===== config.mk =====
export PLATFORM = sky130hd
export DESIGN_NAME = kd_tree_search
export DESIGN_NICKNAME = d
export VERILOG_FILES = /design/src/rtl/kd_pkg.sv /design/src/rtl/kd_apb_config.sv /design/src/rtl/kd_level_stage.sv /design/src/rtl/kd_tree_search.sv
export SDC_FILE = /design/constraint.sdc
export NUM_CORES = 2
export LEC_CHECK = 0
export CELL_PAD_IN_SITES_DETAIL_PLACEMENT = 0
export CELL_PAD_IN_SITES_GLOBAL_PLACEMENT = 1
export CORE_MARGIN = 10
export CORE_UTILIZATION = 25
export DETAILED_ROUTE_END_ITERATION = 7
export DONT_BUFFER_PORTS = 1
export GPL_TIMING_DRIVEN = 0
export PLACE_DENSITY = 0.51
export SYNTH_ARGS = -nofsm -noshare
export SYNTH_HDL_FRONTEND = slang
export SYNTH_HIERARCHICAL = 1
export SYNTH_SLANG_ARGS = --single-unit

===== constraint.sdc =====
create_clock -name clk -period 4.5 [get_ports clk]
set_input_delay 0.225 -clock clk [delete_from_list [all_inputs] [get_ports clk]]
set_output_delay 0.225 -clock clk [all_outputs]
set_load 0.01 [all_outputs]

===== src/rtl/kd_pkg.sv =====
`default_nettype none

package kd_pkg;

  // Tree geometry
  localparam int TREE_DEPTH = 6;   // Internal levels, also the pipeline latency
  localparam int NODE_COUNT = 63;  // Internal nodes in heap order, root is node 0
  localparam int NODE_IDX_W = 6;   // Bits of a heap node number

  // Patch geometry
  localparam int PATCH_DIMS = 5;   // Coordinates per patch
  localparam int COORD_W    = 11;  // Bits per signed coordinate
  localparam int DIM_W      = 3;   // Bits of a split dimension
  localparam int DIM_INVALID = 7;  // Reset dimension, slices a zero coordinate

  // APB bus widths
  localparam int APB_ADDR_W = 8;
  localparam int APB_DATA_W = 32;

  // APB data layout for one node
  // Median in bits 10..0, dimension in bits 18..16, all other bits zero
  // Byte address, node number in paddr bits 7..2
  localparam int APB_MED_LSB   = 0;
  localparam int APB_DIM_LSB   = 16;
  localparam int NODE_ADDR_LSB = 2;

  typedef logic signed [COORD_W-1:0] coord_t;  // One coordinate

  // Coordinate d in bits 11*d+10 .. 11*d, dimension 0 at the bottom
  typedef logic [PATCH_DIMS*COORD_W-1:0] patch_t;

  typedef logic [DIM_W-1:0]      dim_t;       // Split dimension, 5 and up is invalid
  typedef logic [TREE_DEPTH-1:0] leaf_idx_t;  // Leaf index, same as the full path
  typedef logic [NODE_IDX_W-1:0] node_idx_t;  // Heap node number 0..62

  // Split data held by one internal node
  typedef struct packed {
    dim_t   dim;
    coord_t median;
  } node_cfg_t;

  // Node write broadcast from the APB slave to every level
  typedef struct packed {
    logic      en;    // One cycle, at the end of a write access
    node_idx_t node;  // Heap node number
    node_cfg_t cfg;   // New split data
  } node_wr_t;

endpackage

`default_nettype wire


===== src/rtl/kd_apb_config.sv =====
`default_nettype none

// APB slave for node split data, zero wait states
module kd_apb_config (
  input  logic                            clk,
  input  logic                            rst_n,
  input  logic                            psel,
  input  logic                            penable,
  input  logic                            pwrite,
  input  logic [kd_pkg::APB_ADDR_W-1:0]   paddr,
  input  logic [kd_pkg::APB_DATA_W-1:0]   pwdata,
  output logic [kd_pkg::APB_DATA_W-1:0]   prdata,
  output logic                            pready,
  output logic                            pslverr,
  output kd_pkg::node_wr_t                node_wr,
  output kd_pkg::node_idx_t               rd_node,
  input  kd_pkg::node_cfg_t [kd_pkg::TREE_DEPTH-1:0] rd_cfg_all  // One entry per level
);

  import kd_pkg::*;

  node_idx_t addr_node;  // Node number decoded from the byte address
  logic      setup_ph;   // First cycle of a transfer
  logic      access_ph;  // Second cycle of a transfer
  logic      bad_node;   // Node 63 does not exist
  node_cfg_t rd_or;      // Read data merged over all levels
  logic      pready_q;
  logic      pslverr_q;

  assign addr_node = paddr[NODE_ADDR_LSB +: NODE_IDX_W];
  assign setup_ph  = psel & ~penable;
  assign access_ph = psel & penable;
  assign bad_node  = (addr_node == node_idx_t'(NODE_COUNT));

  // Write broadcast, fires on the access cycle only
  always_comb begin
    node_wr            = '0;
    node_wr.en         = access_ph & pwrite & ~bad_node;  // Bad address drops the write
    node_wr.node       = addr_node;
    node_wr.cfg.median = pwdata[APB_MED_LSB +: COORD_W];
    node_wr.cfg.dim    = pwdata[APB_DIM_LSB +: DIM_W];
  end

  assign rd_node = addr_node;  // Every level looks up this node

  // At most one level owns the node, the rest return zero
  always_comb begin
    rd_or = '0;
    for (int l = 0; l < TREE_DEPTH; l++) begin
      rd_or = node_cfg_t'(rd_or | rd_cfg_all[l]);
    end
  end

  // Pack into APB layout during a read access, zero otherwise
  always_comb begin
    prdata = '0;
    if (access_ph && !pwrite) begin
      prdata[APB_MED_LSB +: COORD_W] = rd_or.median;
      prdata[APB_DIM_LSB +: DIM_W]   = rd_or.dim;
    end
  end

  // Response is set up during the setup cycle so it is ready in the access cycle
  always_ff @(posedge clk) begin
    if (!rst_n) begin
      pready_q  <= 1'b0;
      pslverr_q <= 1'b0;
    end else begin
      pready_q  <= setup_ph;             // Access phase always completes at once
      pslverr_q <= setup_ph & bad_node;  // Clears again after the access cycle
    end
  end

  assign pready  = pready_q;
  assign pslverr = pslverr_q;

endmodule

`default_nettype wire


===== src/rtl/kd_level_stage.sv =====
`default_nettype none

// One tree level, holds its nodes and makes one path decision per cycle
module kd_level_stage #(
  parameter int LEVEL = 0  // 0 is the root level
) (
  input  logic               clk,
  input  logic               rst_n,
  input  kd_pkg::node_wr_t   node_wr,
  input  kd_pkg::node_idx_t  rd_node,
  input  logic               in_valid,
  input  kd_pkg::patch_t     in_patch,
  input  kd_pkg::leaf_idx_t  in_path,   // Only the low LEVEL bits are meaningful
  output kd_pkg::node_cfg_t  rd_cfg,
  output logic               out_valid,
  output kd_pkg::patch_t     out_patch,
  output kd_pkg::leaf_idx_t  out_path
);

  import kd_pkg::*;

  localparam int NODES = 1 << LEVEL;  // Nodes on this level
  localparam int BASE  = NODES - 1;   // Heap number of the leftmost node

  node_cfg_t cfg_q [NODES];  // Split data per node, local index 0 is leftmost
  leaf_idx_t sel_path;       // Path bits that pick the node
  node_cfg_t sel_cfg;        // Node chosen by the path so far
  coord_t    sel_coord;      // Sliced query coordinate
  coord_t    sel_median;
  logic      go_right;       // New path bit

  // Node storage, written from the APB broadcast
  always_ff @(posedge clk) begin
    if (!rst_n) begin
      for (int i = 0; i < NODES; i++) begin
        cfg_q[i].dim    <= dim_t'(DIM_INVALID);  // No split yet
        cfg_q[i].median <= '0;
      end
    end else begin
      for (int i = 0; i < NODES; i++) begin
        if (node_wr.en && node_wr.node == node_idx_t'(BASE + i)) begin
          cfg_q[i] <= node_wr.cfg;
        end
      end
    end
  end

  // Read-back lookup, zero when the node lives on another level
  always_comb begin
    rd_cfg = '0;
    for (int i = 0; i < NODES; i++) begin
      if (rd_node == node_idx_t'(BASE + i)) begin
        rd_cfg = cfg_q[i];
      end
    end
  end

  // Mask off anything above the bits this level owns
  assign sel_path = in_path & leaf_idx_t'(NODES - 1);

  // Node select by path
  always_comb begin
    sel_cfg = cfg_q[0];
    for (int i = 0; i < NODES; i++) begin
      if (sel_path == leaf_idx_t'(i)) begin
        sel_cfg = cfg_q[i];
      end
    end
  end

  // Slice the split coordinate
  always_comb begin
    sel_coord = '0;  // Invalid dimension compares as zero
    for (int d = 0; d < PATCH_DIMS; d++) begin
      if (sel_cfg.dim == dim_t'(d)) begin
        sel_coord = coord_t'(in_patch[d*COORD_W +: COORD_W]);
      end
    end
  end

  assign sel_median = sel_cfg.median;
  assign go_right   = !(sel_coord < sel_median);  // Both signed, ties go right

  // Valid flag
  always_ff @(posedge clk) begin
    if (!rst_n) begin
      out_valid <= 1'b0;
    end else begin
      out_valid <= in_valid;
    end
  end

  // Path resets so the leaf output reads zero until the first result
  always_ff @(posedge clk) begin
    if (!rst_n) begin
      out_path <= '0;
    end else if (in_valid) begin
      out_path <= {in_path[TREE_DEPTH-2:0], go_right};  // Append below earlier decisions
    end
  end

  // Patch payload, carried along for the next level
  always_ff @(posedge clk) begin
    if (in_valid) begin
      out_patch <= in_patch;
    end
  end

endmodule

`default_nettype wire


===== src/rtl/kd_tree_search.sv =====
`default_nettype none

// k-d tree search top, APB config slave plus six pipelined levels
module kd_tree_search (
  input  logic                           clk,
  input  logic                           rst_n,
  // APB slave
  input  logic                           psel,
  input  logic                           penable,
  input  logic                           pwrite,
  input  logic [kd_pkg::APB_ADDR_W-1:0]  paddr,
  input  logic [kd_pkg::APB_DATA_W-1:0]  pwdata,
  output logic [kd_pkg::APB_DATA_W-1:0]  prdata,
  output logic                           pready,
  output logic                           pslverr,
  // Query in, leaf out after TREE_DEPTH cycles
  input  logic                           query_valid,
  input  kd_pkg::patch_t                 query_patch,
  output logic                           result_valid,
  output kd_pkg::leaf_idx_t              result_leaf
);

  import kd_pkg::*;

  node_wr_t  node_wr;                        // Write broadcast to all levels
  node_idx_t rd_node;                        // Read lookup address
  node_cfg_t [TREE_DEPTH-1:0] rd_cfg_all;    // Read data from each level

  // Pipeline links, entry 0 is the query input
  logic      valid_chain [TREE_DEPTH+1];
  patch_t    patch_chain [TREE_DEPTH+1];
  leaf_idx_t path_chain  [TREE_DEPTH+1];

  kd_apb_config i_apb_config (
    .clk        (clk),
    .rst_n      (rst_n),
    .psel       (psel),
    .penable    (penable),
    .pwrite     (pwrite),
    .paddr      (paddr),
    .pwdata     (pwdata),
    .prdata     (prdata),
    .pready     (pready),
    .pslverr    (pslverr),
    .node_wr    (node_wr),
    .rd_node    (rd_node),
    .rd_cfg_all (rd_cfg_all)
  );

  assign valid_chain[0] = query_valid;
  assign patch_chain[0] = query_patch;
  assign path_chain[0]  = '0;  // Root starts with an empty path

  for (genvar g = 0; g < TREE_DEPTH; g++) begin : g_level
    kd_level_stage #(
      .LEVEL (g)
    ) i_stage (
      .clk       (clk),
      .rst_n     (rst_n),
      .node_wr   (node_wr),
      .rd_node   (rd_node),
      .in_valid  (valid_chain[g]),
      .in_patch  (patch_chain[g]),
      .in_path   (path_chain[g]),
      .rd_cfg    (rd_cfg_all[g]),
      .out_valid (valid_chain[g+1]),
      .out_patch (patch_chain[g+1]),
      .out_path  (path_chain[g+1])
    );
  end

  // Last level's path is the leaf, its patch copy goes nowhere
  assign result_valid = valid_chain[TREE_DEPTH];
  assign result_leaf  = path_chain[TREE_DEPTH];

endmodule

`default_nettype wire


## After elaboration in Yosys (flattened, before gate mapping)

Memory sizes are Yosys's and may differ from the RTL's.
Cells that the tools add are included.

| storage, ports and cells | value |
|---|---|
| bits in writable memories | 882 |
| bits of input ports | 101 |
| flip-flop bits (word level) | 304 |
| memories | 6 |
| logic and storage cells | 733 |
| output and inout port bits | 41 |

Memories:

| name | words | bits a word | rd ports | clocked after memory_dff | write ports | RTL line | RTL |
|---|---|---|---|---|---|---|---|
| g_level[5].i_stage.cfg_q | 32 | 14 | 32 | 0 | 32 | kd_level_stage.sv:25 | `node_cfg_t cfg_q [NODES];` |
| g_level[4].i_stage.cfg_q | 16 | 14 | 16 | 0 | 16 | kd_level_stage.sv:25 |  |
| g_level[3].i_stage.cfg_q | 8 | 14 | 8 | 0 | 8 | kd_level_stage.sv:25 |  |
| g_level[2].i_stage.cfg_q | 4 | 14 | 4 | 0 | 4 | kd_level_stage.sv:25 |  |
| g_level[1].i_stage.cfg_q | 2 | 14 | 2 | 0 | 2 | kd_level_stage.sv:25 |  |
| g_level[0].i_stage.cfg_q | 1 | 14 | 1 | 0 | 2 | kd_level_stage.sv:25 |  |

| operators by class | value |
|---|---|
| muxes and demuxes | 406 |
| reduce and logical (&&, ||, !) cells | 79 |
| equality and inequality tests | 143 |
| bitwise operators | 74 |
| magnitude comparators | 6 |

Operators by type and width:

| cell | number |
|---|---|
| two-way mux 14 bit | 183 |
| two-way mux 11 bit | 31 |
| equality test 6 bit (second input constant) | 32 |
| two-way mux 1 bit | 190 |
| equality test 6 x 5 -> 1 bit (second input constant) | 16 |
| equality test 5 bit (second input constant) | 16 |
| OR 14 bit | 5 |
| less-than comparator 11 bit | 6 |
| logical AND 1 bit | 64 |
| OR 1 bit | 62 |
| equality test 6 x 4 -> 1 bit (second input constant) | 8 |
| equality test 3 x 2 -> 1 bit (second input constant) | 14 |
| equality test 5 x 4 -> 1 bit (second input constant) | 8 |
| equality test 4 bit (second input constant) | 8 |
| equality test 3 bit (second input constant) | 10 |
| equality test 6 x 3 -> 1 bit (second input constant) | 4 |
| equality test 3 x 1 -> 1 bit (second input constant) | 7 |
| equality test 5 x 3 -> 1 bit (second input constant) | 4 |
| zero test 3 bit | 6 |
| equality test 4 x 3 -> 1 bit (second input constant) | 4 |
| OR reduction 14 bit | 1 |
| equality test 6 x 2 -> 1 bit (second input constant) | 2 |
| equality test 5 x 2 -> 1 bit (second input constant) | 2 |
| equality test 4 x 2 -> 1 bit (second input constant) | 2 |
| 11 further kinds | 23 |

## Logic depth before layout (Yosys ltp)

| logic depth | value |
|---|---|
| word-level depth | 40 |
| gate-level depth with buffers | 24 |
| gate-level depth less buffers | 19 |

## Modules after synthesis

The synthesis kept the hierarchy.

Modules (own cells, without submodules):

| module | area each (um^2) | cells each | sequential area each (um^2) | instances |
|---|---|---|---|---|
| kd_level_stage (g_level[5].i_stage) | 27,490.1 | 3,014 | 13,032.5 | 1 |
| kd_level_stage (g_level[4].i_stage) | 14,690.3 | 1,512 | 7,427.1 | 1 |
| kd_level_stage (g_level[3].i_stage) | 8,335.5 | 702 | 4,624.4 | 1 |
| kd_level_stage (g_level[2].i_stage) | 5,510.3 | 421 | 3,223.1 | 1 |
| kd_level_stage (g_level[1].i_stage) | 3,992.6 | 273 | 2,632.5 | 1 |
| kd_level_stage (g_level[0].i_stage) | 3,263.1 | 242 | 2,102.0 | 1 |
| kd_apb_config | 653.1 | 96 | 40.0 | 1 |
| kd_tree_search | 3.8 | 1 | 0.0 | 1 |

## Worst setup path before layout

OpenSTA, ideal clock, no wires.

| path | value |
|---|---|
| kind | register -> register |
| start point | reg g_level[4].i_stage.out_path[4] |
| end point | reg g_level[5].i_stage.out_path[0] |
| period minus slack after synthesis | 4,157 ps |
| setup time | 122 ps |
| cell stages (with the launch flop) | 24 |
| setup slack | 343 ps |
| path buffers | 5 |
| data arrival time | 4,035 ps |
| required time | 4,378 ps |
| cell sequence | dfxtp_1 > buf_2 > buf_2 > buf_4 > clkbuf_1 > and3_1 > nand2_1 > a222oi_1 > o211ai_1 > o2bb2ai_1 > buf_2 > mux2_1 > nand2_1 > o221ai_1 > ha_1 > a21oi_1 > nor2b_1 > o21ai_0 > o21ai_0 > mux2i_1 > nor2b_1 > a2111oi_0 > o21a_1 > a31oi_1 |

| between the ends | value |
|---|---|
| word-level cells in the longest chain between the ends | 40 |
| elaborated cells on any way between the ends | 74 |
| classes of those cells | 1 x order compare; 35 x eq/ne; 36 x mux; 2 x reduce/logical |

RTL lines:

| item | RTL line | RTL |
|---|---|---|
| start: declaration | kd_level_stage.sv:17 | `output kd_pkg::leaf_idx_t out_path` |
| start signal: assignment | kd_level_stage.sv:98 | `out_path <= {in_path[TREE_DEPTH-2:0], go_right};` |
| equality test 5 x 1 -> 1 bit | kd_level_stage.sv:65 | `if (sel_path == leaf_idx_t'(i)) begin` |
| two-way mux 14 bit (30 in a row) | kd_level_stage.sv:65 |  |
| two-way mux 14 bit * | kd_level_stage.sv:65 |  |
| zero test 3 bit | kd_level_stage.sv:75 | `if (sel_cfg.dim == dim_t'(d)) begin` |
| two-way mux 11 bit (5 in a row) | kd_level_stage.sv:75 |  |
| less-than comparator 11 bit * | kd_level_stage.sv:82 | `assign go_right = !(sel_coord < sel_median);` |
| zero test 1 bit * | kd_level_stage.sv:82 |  |
| end signal: assignment | kd_level_stage.sv:98 |  |
| end: declaration | kd_level_stage.sv:17 |  |

Every way passes the cells marked *; elsewhere a longest branch is shown, timed or not.
A chain may end at the register's enable or synchronous reset.

## Worst setup path in the final report

| path | value |
|---|---|
| start point | reg g_level[4].i_stage.out_path[1] |
| end point | reg g_level[5].i_stage.out_path[0] |

Same word-level chain as after synthesis.

==> flow_summary_export.csv <==
group,metric,value,unit
status,status,"finished, violations left",
status,violations,"design-rule violations, max-capacitance violations, max-slew violations, negative setup slack",
placement,gp_congestion,0.9891,
timing,finalClockSkew,0.07915,ns
critical_path,cpMaxStageDelayCell,"dfxtp_4",
timing,slew_violations,2,
hold_path,min_from,"rst_n",
power_and_ir_drop,ir_drop,0.2953,mV
timing,timing.hold.ws,0.04718,ns
critical_path,path_max_fanout,10,
timing,final.setup.worst_slack,-0.5329,ns
timing,setup_viol,11,
power_and_ir_drop,power_leakage,25.96,nW
route,detail_route.first_pass.iterations,8,
route,route.detailed.drc,3,
synthesis,yosysWarnings,6,
global_routing,grt_max_degree,57,
route,viasPerCell,5.678,
die,initial_core_util,25.10,%
clock_network,cts-root-buf,"clkbuf_16",
critical_path,setup.worst_path.class,"flip-flop to flip-flop",
clock_network,cts_buffer_depth,3,
timing,hold_violations,0,
critical_path,crit_chain,"buf_8, buf_8, buf_4, and3b_2, nand2_2, o22ai_1, nor2_1, o221ai_1, nor4_4, o311ai_0, a21oi_2, o22ai_1, ha_1, o21ai_0, nand2_1, a2111oi_2, o21a_1, a31oi_1",
die,fp.coreArea,245900,sq um
hold_path,worstHoldEndpoint,"g_level[4].i_stage/out_valid",
global_routing,antenna_found_initial,16,
critical_path,reg2regPathDepth,18,
critical_path,cp.arrival,5.75,ns
placement,dpl_cell_area,66490,sq um
clock_network,cts_tree,"built",
final_layout,postLayoutCellArea,75220,sq um
clock_network,htreeDepth,4,
global_routing,grt_pass1_vias,53780,
timing,fin_crit,5.033,ns
final_layout,area.growth.synth_to_final,21.84,%
synthesis,avgSynthCellArea,10.02,sq um
critical_path,required,5.22,ns
clock_network,clkLatencyLatePin,0.87,ns
timing,worst_pin_slew,1.565,ns
route,ant_nets,0,
die,die_w,517.0,um
placement,hpwlAfterDp,253800,um
timing,rsz0062_at_grt,"yes",
hold_path,hold_depth,2,
run,drv_cap,1,
placement,pre_cts_slack,-2.968,ns
critical_path,r2r_start,"g_level[4].i_stage/out_path[1]",
clock_network,clock-sinks,1186,
hold_path,hp-class,"input port to flip-flop",
route,num_vias,56180,
timing,fin_crit_sh,111.8,%
die,die_height,517.0,um
global_routing,grt_pass1_wl,458200,um
synthesis,synthCells,6160,
critical_path,critPathLaunchType,"flip-flop",
critical_path,reg2reg_to,"g_level[5].i_stage/out_path[0]",
critical_path,path_buf_inv,3,
final_layout,final_nets,6686,
clock_network,clk_pin_slew,0.06,ns
final_layout,post_route_cells_drive_above_1_share,15.13,%
critical_path,endpoint_kind,"flip-flop",
route,wl_per_cell,34.33,um
synthesis,syn-cell-area,61740,sq um
timing,finalSetupTns,-1.024,ns
die,num_rows,182,
timing,max_slew_margin,-5.326,%
route,routed_wl,339700,um
power_and_ir_drop,p_per_area,369.8,nW/um^2
route,dr.first_iter.drc_count,7620,
clock_network,numCtsBuffers,147,
critical_path,cpPeakStageDelay,0.48,ns
critical_path,r2r_slack,-0.53,ns
global_routing,grt_use_total,24.35,%
placement,port_buffers,0,
die,ios,142,
global_routing,grt_overflow,0,
die,die_area,267200,sq um
timing,max_freq,198.7,MHz
critical_path,crit_family,"compound AO/OA/AOI/OAI gates",
metal layers:
layer | vias to the layer above | routed length, um | track usage (%) | share of wire (%)
met2 | 3294 | 151700 | 38.38 | 45
met5 | - | 83 | 0 | 0.024
met3 | 794 | 27050 | 4.536 | 8.0
met1 | 28270 | 139300 | 31.69 | 41
li1 | 23810 | - | - | -
met4 | 12 | 21550 | 12.84 | 6.3
worst max-delay path by stage:
stage	from	end	slack [ns]	cells past startpoint
final	g_level[4].i_stage/out_path[1]	g_level[5].i_stage/out_path[0]	-0.53	18
after global routing	g_level[4].i_stage/out_path[1]	g_level[5].i_stage/out_path[0]	-0.53	21
after CTS	g_level[4].i_stage/out_path[3]	g_level[5].i_stage/out_path[0]	-0.43	24
after detailed placement	g_level[4].i_stage/out_path[0]	g_level[5].i_stage/out_path[0]	-2.97	22
after global placement	g_level[4].i_stage/out_path[0]	g_level[5].i_stage/out_path[0]	-3.02	22
after floorplan	g_level[4].i_stage/out_path[4]	g_level[5].i_stage/out_path[0]	0.34	23
stage by stage:
| step | total power, mW | util (%) | instances |
|---|---|---|---|
| final | 27.82 | 30.59 | 9894 |
| after global routing | 28.59 | 30.57 | 9876 |
| after CTS | 27.96 | 30.38 | 9852 |
| after detailed placement | 15.08 | 27.04 | 9431 |
| after global placement | 15.04 | 26.77 | 9397 |
| after floorplan | 13.72 | - | 6177 |
worst register-to-register path: stages, from the launching register on:
cell	delay [ns]
dfxtp_4	0.48
buf_8	0.20
buf_8	0.17
buf_4	0.24
and3b_2	0.38
nand2_2	0.24
o22ai_1	0.11
nor2_1	0.26
o221ai_1	0.26
nor4_4	0.46
o311ai_0	0.32
a21oi_2	0.46
o22ai_1	0.26
ha_1	0.36
o21ai_0	0.07
nand2_1	0.12
a2111oi_2	0.30
o21a_1	0.18
a31oi_1	0.08
cells in the final DEF, fill, tap and decap left out, types with 138 or more instances in the layout:
cell,n
nand2_1,979
edfxtp_1,738
dfxtp_1,436
nor2_1,412
a21oi_1,342
mux2i_1,285
clkbuf_1,263
o21ai_0,260
a21boi_0,206
clkbuf_16,148
buf_4,138
what timing repair did:
item                       CTS  global route
hold buffers               114             0
hold endpoints to repair   275             0
pin swaps                   37            20
resized for setup          499            86
setup endpoints to repair   17            12
gates cloned                 0             1
setup buffers               40            16
report_power, final:
part / total [mW] / switching, mW / internal, mW
sequential: 12.1 / 0.262 / 11.9
combinational: 3.02 / 2.04 / 0.979
clock: 12.7 / 5.33 / 7.33
sequential cells by signal (all words and copies together), names as in the netlist:
register,flops
g_level.i_stage/cfg_q,882
g_level.i_stage/out_patch,275
g_level.i_stage/out_path,21
g_level.i_stage/out_valid,6
i_apb_config/pready,1
i_apb_config/pslverr,1
final cells by class:
| type | instances | area [sq um] |
|---|---|---|
| Antenna cell | 26 | 65.06 |
| Buffer | 497 | 2972 |
| Clock buffer | 195 | 3971 |
| Clock inverter | 77 | 1152 |
| Fill cell | 25370 | 170700 |
| Inverter | 93 | 354.1 |
| Multi-Input combinational cell | 4395 | 29380 |
| Sequential cell | 1186 | 31160 |
| Tap cell | 3220 | 4029 |
| Timing Repair Buffer | 205 | 2141 |
Power figures use the tool's default switching activity.
